<file path="src/hw/spi_pkg.sv">
//##########################################################################
// shared constants for the spi slave: opcodes, address map, id byte
// packed union for a received byte (command view and data view)
//##########################################################################
`default_nettype none

package spi_pkg;

   //##########################################################################
   // address map
   //##########################################################################

   localparam int ADDR_W    = 6;                  // register address width
   localparam int REG_COUNT = 1 << ADDR_W;        // 64 byte registers

   localparam logic [ADDR_W-1:0] CTRL_ADDR = 6'd0;   // mirrored on ctrl_out
   localparam logic [ADDR_W-1:0] ID_ADDR   = 6'd63;  // read-only id register

   localparam logic [7:0] ID_VALUE = 8'h5a;       // identification byte

   //##########################################################################
   // command byte opcodes
   //##########################################################################

   // 2'b01 and 2'b11 are reserved: no write, miso stays low
   localparam logic [1:0] OP_WR = 2'b00;
   localparam logic [1:0] OP_RD = 2'b10;

   // frame states
   localparam logic ST_CMD  = 1'b0;               // first byte of frame
   localparam logic ST_DATA = 1'b1;               // every later byte

   //##########################################################################
   // byte formats
   //##########################################################################

   // command byte, opcode in the two top bits
   typedef struct packed {
      logic [1:0]        op;
      logic [ADDR_W-1:0] addr;
   } spi_cmd_t;

   // one received byte, read as a command or as plain data
   typedef union packed {
      spi_cmd_t   cmd;                            // first byte of frame
      logic [7:0] data;                           // payload bytes
   } spi_byte_u;

endpackage

`default_nettype wire

</file>
<file path="src/hw/spi_slave_io.sv">
//##########################################################################
// spi slave framing: command/data fsm, bit counter, receive shifter,
// command and auto-increment address register, regfile strobes
//##########################################################################
`timescale 1ns/10ps
`default_nettype none

module spi_slave_io (
   input  wire logic                        sclk,       // serial clock, mode 0
   input  wire logic                        ss,         // high = deselected, resets frame
   input  wire logic                        mosi,
   input  wire logic                        spi_en,     // gates all shifting
   input  wire logic                        lsbfirst,
   output      logic [spi_pkg::ADDR_W-1:0]  reg_addr,
   output      logic [7:0]                  reg_wdata,
   output      logic                        reg_write,  // one cycle per write byte
   output      logic                        tx_load     // one cycle per read byte
);

   logic             state;        // ST_CMD / ST_DATA
   logic [2:0]       bit_cnt;      // bit within current byte
   logic [7:0]       rx_sr;        // receive shift register
   logic [7:0]       rx_next;      // rx_sr with the bit on mosi inserted
   logic             byte_end;     // last bit of a byte on this edge

   spi_pkg::spi_byte_u rx_byte;    // completed byte incl. current mosi bit
   spi_pkg::spi_byte_u cmd_q;      // opcode + running address

   //##########################################################################
   // receive path
   //##########################################################################

   // lsb first shifts in from the top, msb first from the bottom
   assign rx_next = lsbfirst ? {mosi, rx_sr[7:1]} : {rx_sr[6:0], mosi};

   always_ff @(posedge sclk) begin
      if (spi_en) begin
         rx_sr <= rx_next;
      end
   end

   assign rx_byte  = rx_next;  // eighth bit straight from mosi
   assign byte_end = spi_en & (bit_cnt == 3'd7);

   //##########################################################################
   // frame state and bit count
   //##########################################################################

   always_ff @(posedge sclk or posedge ss) begin
      if (ss) begin
         state   <= spi_pkg::ST_CMD;
         bit_cnt <= 3'd0;
      end else if (spi_en) begin
         bit_cnt <= bit_cnt + 3'd1;  // wraps every byte
         if (byte_end) begin
            state <= spi_pkg::ST_DATA;  // stays there until ss
         end
      end
   end

   // command capture at P8, then one address step per data byte
   always_ff @(posedge sclk or posedge ss) begin
      if (ss) begin
         cmd_q <= '0;
      end else if (byte_end) begin
         if (state == spi_pkg::ST_CMD) begin
            cmd_q <= rx_byte;
         end else begin
            cmd_q.cmd.addr <= cmd_q.cmd.addr + 1'b1;  // wraps 63 -> 0
         end
      end
   end

   //##########################################################################
   // register file side
   //##########################################################################

   assign reg_addr  = cmd_q.cmd.addr;
   assign reg_wdata = rx_byte.data;

   // write lands on the same edge that completes the byte
   assign reg_write = byte_end & (state == spi_pkg::ST_DATA) &
                      (cmd_q.cmd.op == spi_pkg::OP_WR);

   // high from a byte boundary to the next posedge, sampled on the negedge
   // in between by the tx shifter
   assign tx_load = spi_en & (bit_cnt == 3'd0) & (state == spi_pkg::ST_DATA) &
                    (cmd_q.cmd.op == spi_pkg::OP_RD);

   //##########################################################################
   // checks
   //##########################################################################

   // first byte of a frame is never a write
   a_no_write_in_cmd : assert property (
      @(posedge sclk) disable iff (ss)
      $fell(ss) |-> !reg_write [*8]
   );

   // write and read strobes are on opposite byte positions
   a_write_load_excl : assert property (
      @(posedge sclk) disable iff (ss)
      !(reg_write && tx_load)
   );

   // one write per full byte at most
   a_write_spacing : assert property (
      @(posedge sclk) disable iff (ss)
      reg_write |=> (!reg_write) [*7]
   );

endmodule

`default_nettype wire

</file>
<file path="src/hw/spi_tx_shift.sv">
//##########################################################################
// spi transmit shifter: loads a register byte at each read boundary
// and shifts it out on miso on the falling sclk edge
//##########################################################################
`timescale 1ns/10ps
`default_nettype none

module spi_tx_shift (
   input  wire logic       sclk,
   input  wire logic       ss,          // clears the shifter between frames
   input  wire logic       spi_en,
   input  wire logic       lsbfirst,
   input  wire logic       tx_load,     // byte boundary, read opcode only
   input  wire logic [7:0] reg_rdata,
   output      logic       miso
);

   logic [7:0] tx_sr;  // outgoing byte, zero filled

   // mode 0: change on the falling edge, master samples on the rising one
   always_ff @(negedge sclk or posedge ss) begin
      if (ss) begin
         tx_sr <= 8'd0;
      end else if (tx_load) begin
         tx_sr <= reg_rdata;  // first bit shows up right away
      end else if (spi_en) begin
         if (lsbfirst) begin
            tx_sr <= {1'b0, tx_sr[7:1]};
         end else begin
            tx_sr <= {tx_sr[6:0], 1'b0};
         end
      end
   end

   // current end bit, low whenever disabled
   assign miso = spi_en & (lsbfirst ? tx_sr[0] : tx_sr[7]);

   // framing logic is held in reset while deselected
   a_no_load_deselected : assert property (
      @(negedge sclk) ss |-> !tx_load
   );

endmodule

`default_nettype wire

</file>
<file path="src/hw/spi_regfile.sv">
//##########################################################################
// 64 x 8 register file, read-only id at the top address,
// register 0 mirrored on ctrl_out
//##########################################################################
`timescale 1ns/10ps
`default_nettype none

module spi_regfile (
   input  wire logic                        sclk,
   input  wire logic                        reg_write,  // write strobe from io
   input  wire logic [spi_pkg::ADDR_W-1:0]  reg_addr,
   input  wire logic [7:0]                  reg_wdata,
   output      logic [7:0]                  reg_rdata,  // combinational read
   output      logic [7:0]                  ctrl_out
);

   logic [7:0] mem [spi_pkg::REG_COUNT];  // flop array, contents undefined at start

   //##########################################################################
   // write port
   //##########################################################################

   always_ff @(posedge sclk) begin
      if (reg_write && (reg_addr != spi_pkg::ID_ADDR)) begin  // id is read-only
         mem[reg_addr] <= reg_wdata;
      end
   end

   //##########################################################################
   // read ports
   //##########################################################################

   // id register overrides the array entry
   always_comb begin
      if (reg_addr == spi_pkg::ID_ADDR) begin
         reg_rdata = spi_pkg::ID_VALUE;
      end else begin
         reg_rdata = mem[reg_addr];
      end
   end

   assign ctrl_out = mem[spi_pkg::CTRL_ADDR];  // control to the core

endmodule

`default_nettype wire

</file>
<file path="src/hw/spi_slave.sv">
//##########################################################################
// spi slave top: framing, transmit shifter and register file
//##########################################################################
`timescale 1ns/10ps
`default_nettype none

module spi_slave (
   input  wire logic       sclk,
   input  wire logic       ss,
   input  wire logic       mosi,
   input  wire logic       spi_en,
   input  wire logic       lsbfirst,
   output      logic       miso,
   output      logic [7:0] ctrl_out
);

   logic [spi_pkg::ADDR_W-1:0] reg_addr;
   logic [7:0]                 reg_wdata;
   logic [7:0]                 reg_rdata;
   logic                       reg_write;
   logic                       tx_load;

   // frame fsm and receive side
   spi_slave_io i_io (
      .sclk      (sclk),
      .ss        (ss),
      .mosi      (mosi),
      .spi_en    (spi_en),
      .lsbfirst  (lsbfirst),
      .reg_addr  (reg_addr),
      .reg_wdata (reg_wdata),
      .reg_write (reg_write),
      .tx_load   (tx_load)
   );

   // miso driver
   spi_tx_shift i_tx (
      .sclk      (sclk),
      .ss        (ss),
      .spi_en    (spi_en),
      .lsbfirst  (lsbfirst),
      .tx_load   (tx_load),
      .reg_rdata (reg_rdata),
      .miso      (miso)
   );

   spi_regfile i_regs (
      .sclk      (sclk),
      .reg_write (reg_write),
      .reg_addr  (reg_addr),
      .reg_wdata (reg_wdata),
      .reg_rdata (reg_rdata),
      .ctrl_out  (ctrl_out)
   );

endmodule

`default_nettype wire

</file>
<file path="config.mk">
export PLATFORM = sky130hd
export DESIGN_NAME = spi_slave
export DESIGN_NICKNAME = d
export VERILOG_FILES = /design/src/hw/spi_pkg.sv /design/src/hw/spi_slave_io.sv /design/src/hw/spi_tx_shift.sv /design/src/hw/spi_regfile.sv /design/src/hw/spi_slave.sv
export SDC_FILE = /design/constraint.sdc
export NUM_CORES = 1
export LEC_CHECK = 0
export ABC_AREA = 1
export BUFFER_PORTS_ARGS = -buffer_cell sky130_fd_sc_hd__buf_2
export CAP_MARGIN = 30
export CELL_PAD_IN_SITES_DETAIL_PLACEMENT = 1
export CELL_PAD_IN_SITES_GLOBAL_PLACEMENT = 1
export CORE_MARGIN = 2
export CORE_UTILIZATION = 51
export CTS_CLUSTER_SIZE = 12
export DETAILED_ROUTE_END_ITERATION = 6
export PLACE_DENSITY_LB_ADDON = 0.1
export RECOVER_POWER = 50
export SLEW_MARGIN = 20
export SYNTH_ARGS = -nofsm -noshare
export SYNTH_HDL_FRONTEND = slang
export SYNTH_SLANG_ARGS = --single-unit
</file>
<file path="constraint.sdc">
create_clock -name sclk -period 4 [get_ports sclk]
set_input_delay 1.2 -clock sclk [delete_from_list [all_inputs] [get_ports sclk]]
set_output_delay 1.2 -clock sclk [all_outputs]
set_load 0.01 [all_outputs]
</file>
==> impl_metrics.csv <==
group,metric,value,unit
detailed_routing,drtPass1Iterations,5,
place,placed_wire_length_estimate,42.26,mm
grt,first_pass_grt_wire_length,105.9,mm
final_layout,final_common_cell,"nand2_1",
clocking,clock_insertion_delay_worst_skew,630,ps
synth,synth_seq_cells,540,
die,die_h,214.6,um
detailed_routing,routed-via-count,16610,
detailed_routing,final_antenna_net_count,0,
die,die_width,214.6,um
worst_setup_path,reg2reg_depth,14,
worst_setup_path,critPathArrivalTime,3350,ps
grt,vias_in_the_first_global_route,17790,
final_layout,layout.cells.most_common_list,"863 x nand2_1, 520 x edfxtp_1, 161 x nor2_1",
final_layout,share_of_layout_cells_above_drive_strength_1,0.2190,
sta,setup_ws,-546.2,ps
grt,antenna_found_initial,0,
die,placement_rows,77,
worst_setup_path,worst-path-max-fanout,2,
power,combinationalPowerShare,0.356,
sta,clock_skew,42.49,ps
outcome,violations,"setup timing",
clocking,tritoncts_num_sinks,540,
sta,worst_slew_pin_slew,873.0,ps
place,dp_cells,2810,
run,max-cap-violations,0,
synth,postSynthAreaPerCell,10.67,um^2
synth,synth_cells,2120,
synth,synth_warnings,0,
clocking,post_cts_hold_buffer_count,0,
power,share_seq_of_total_power,0.362,
die,core-area,0.04403,mm^2
final_layout,area_growth_syn_to_layout,23.27,%
final_layout,nets,2317,
sta,rsz0062_at_grt,"true",
clocking,cts.path.max_buffers,3,
worst_setup_path,setup.worst_path.start,"i_tx.tx_sr[7]$_DFFE_NP0P_",
synth,yosys.cell_types.count,29,
clocking,worst_setup_hold_path_clk_slew,40,ps
grt,grt_max_degree,67,
worst_setup_path,critical_path.slowest_cell,"dfrtn_1",
synth,synthesis.area,0.02262,mm^2
worst_hold_path,hold_path_class,"reg -> reg",
outcome,outcome,"complete, but fails checks",
clocking,numCtsBuffers,57,
detailed_routing,drt-initial-drc-count,1313,
synth,count_of_flip_flops_with_a_built_in_enable_after_synthesis,520,
detailed_routing,drt-wirelength-per-cell,23.97,um
power,sw_frac_of_total,0.3517,
detailed_routing,finalWirelength,70.59,mm
die,die-area,0.04606,mm^2
final_layout,layout.filler_cells,4568,
die,boundaryPins,14,
place,gp_congestion,0.8364,
worst_setup_path,crit_path_start_kind,"flop",
sta,final_max_slew_viol_count,0,
synth,mappedNetlistNets,2129,
sta,setup_viol_count_final,9,
power,power-per-cell-area,635.8,mW/mm^2
worst_setup_path,critical_path.max_stage_delay,430,ps
worst_setup_path,reg2reg_setup_slack,-230,ps
power,pwr-share-clk,0.282,
sta,hold_viol_final,0,
place,place_ws,-258.6,ps
final_layout,fin_util,0.6334,
power,power.static_leakage,0.01104,uW
synth,ys_dominant_reg_cell,"edfxtp_1",
worst_setup_path,cp_data_required_time,2800,ps
clocking,tritoncts,"built",
power,ir_drop,0.0004233,V
synth,async_s_r_ff_share_synth,0.03704,
worst_setup_path,reg2reg_to,"i_tx.tx_sr[4]$_DFFE_NP0P_",
detailed_routing,via_density,5.640,
power,power_report.internal_total,11490,uW
power,switchingPower,6236,uW
worst_setup_path,worstSetupPathType,"reg -> out",
final_layout,seq_area,0.01612,mm^2
die,initial_util,0.5138,
detailed_routing,drc_violation_count_after_routing,0,
sta,slew_headroom,0.4158,
worst_setup_path,series_of_cell_instances_along_the_critical_path,"o21ai_2 -> nor2_1 -> buf_2",
clocking,cts_htree_levels,2,
grt,global_route.usage.total,0.3066,
synth,synth-seq-area-share,0.7123,
final_layout,layout.cells.non_filler,2945,
worst_setup_path,critical_path.reg2reg.startpoint,"i_io.cmd_q[0]$_DFFE_PP0N_",
worst_setup_path,worstSetupEndpoint,"miso",
clocking,cts-root-buf,"clkbuf_16",
final_layout,area_of_the_multi_input_gates,0.006636,mm^2
grt,grt_overflow,0,
place,buffers_on_ports,13,
worst_setup_path,crit_end_category,"primary output",
==> timing repair <==
item,4_1_cts,5_1_grt
pin swaps,73,97
setup buffers,14,3
endpoints found under the setup margin,9,9
gates resized for setup,188,128
gates cloned,13,4
endpoints found under the hold margin,0,0
==> cell usage after synthesis (2+ instances only) <==
library cell | count | area, um^2
ha_1 | 4 | 50.05
nor2_1 | 186 | 698.2
a31oi_1 | 3 | 18.77
and3_1 | 2 | 12.51
or2_2 | 15 | 93.84
inv_1 | 35 | 131.4
inv_2 | 4 | 15.01
o22ai_1 | 10 | 62.56
edfxtp_1 | 520 | 15610
a22oi_1 | 3 | 22.52
o21ai_0 | 116 | 580.6
nor2_4 | 2 | 22.52
o211ai_1 | 16 | 120.1
clkbuf_1 | 43 | 161.4
nand3_1 | 14 | 70.07
o21ai_1 | 3 | 15.01
dfrtp_1 | 12 | 300.3
buf_2 | 44 | 220.2
buf_4 | 8 | 60.06
nor3_1 | 3 | 15.01
dfrtn_1 | 8 | 200.2
buf_1 | 9 | 33.78
xor2_1 | 2 | 17.52
a21oi_1 | 62 | 310.3
nand2_2 | 5 | 31.28
nand2_1 | 988 | 3709
==> cell type report <==
cell class              instances  share of cell area
flip-flops and latches        540              0.5782
multi-input cells            1437              0.2380
inverters                      39            0.005922
repair inverters                2           0.0006281
diodes                          1          0.00008973
clock inverters                27            0.008031
repair buffers                231             0.08888
clock buffers                  76             0.05371
well taps                     592             0.02656
==> how the worst min path moves through the flow <==
stage	cells after the start	start	endpoint
after global placement	2	i_tx.tx_sr[4]$_DFFE_NP0P_	i_tx.tx_sr[4]$_DFFE_NP0P_
after floorplan	2	i_tx.tx_sr[3]$_DFFE_NP0P_	i_tx.tx_sr[3]$_DFFE_NP0P_
after detailed placement	2	i_tx.tx_sr[6]$_DFFE_NP0P_	i_tx.tx_sr[6]$_DFFE_NP0P_
after global routing	2	i_tx.tx_sr[4]$_DFFE_NP0P_	i_tx.tx_sr[4]$_DFFE_NP0P_
final	2	i_tx.tx_sr[3]$_DFFE_NP0P_	i_tx.tx_sr[3]$_DFFE_NP0P_
after CTS	2	i_tx.tx_sr[4]$_DFFE_NP0P_	i_tx.tx_sr[4]$_DFFE_NP0P_
==> stage by stage <==
stage | setup TNS (ps) | area (um^2) | hold slack [ps] | power (uW)
3_3_place_gp | -1610 | 24820 | 471.3 | 11250
2_1_floorplan | -293210 | 22660 | 424.7 | 9291
3_5_place_dp | -1897 | 24850 | 482.6 | 11450
5_1_grt | -2379 | 27880 | 515.7 | 18480
6_report | -1873 | 27890 | 487.4 | 17730
4_1_cts | -1879 | 27420 | 491.4 | 17340
==> critical path, delay by kind of cell (launching register included) <==
kind | cells | cell delay, ps
buffers and inverters | 1 | 140
AND/OR/NAND/NOR | 1 | 110
flip-flops | 1 | 430
AO/OA/AOI/OAI | 1 | 70
==> flip-flops by register name, indices dropped and copies added, names as in the netlist <==
name / cells
i_io.rx_sr: 8
i_io.bit_cnt: 3
i_io.state: 1
i_regs.mem: 512
i_io.cmd_q: 8
i_tx.tx_sr: 8
==> cell families after synthesis <==
| family | after synthesis | share of synthesized area |
|---|---|---|
| AND/OR/NAND/NOR | 1217 | 0.2068 |
| flip-flops | 540 | 0.7124 |
| AO/OA/AOI/OAI | 214 | 0.05033 |
| buffers and inverters | 143 | 0.02749 |
| adder cells (fa/ha/maj) | 4 | 0.002212 |
| XOR/XNOR | 2 | 0.0007744 |
==> power by group through the flow <==
stage / Combinational (uW) / Clock (uW) / Sequential (uW)
final: 6320 / 4990 / 6420
after global routing: 6800 / 5260 / 6420
after CTS: 5890 / 5030 / 6410
after detailed placement: 4910 / 0 / 6540
after global placement: 4710 / 0 / 6540
after floorplan: 2770 / 0 / 6520
==> per-layer routing <==
metal	wire, um	track usage
met1	28500	0.3868
met2	35380	0.5272
met3	3950	0.04965
met4	2760	0.1308
met5	0	0
(Power assumes the default switching activity.)
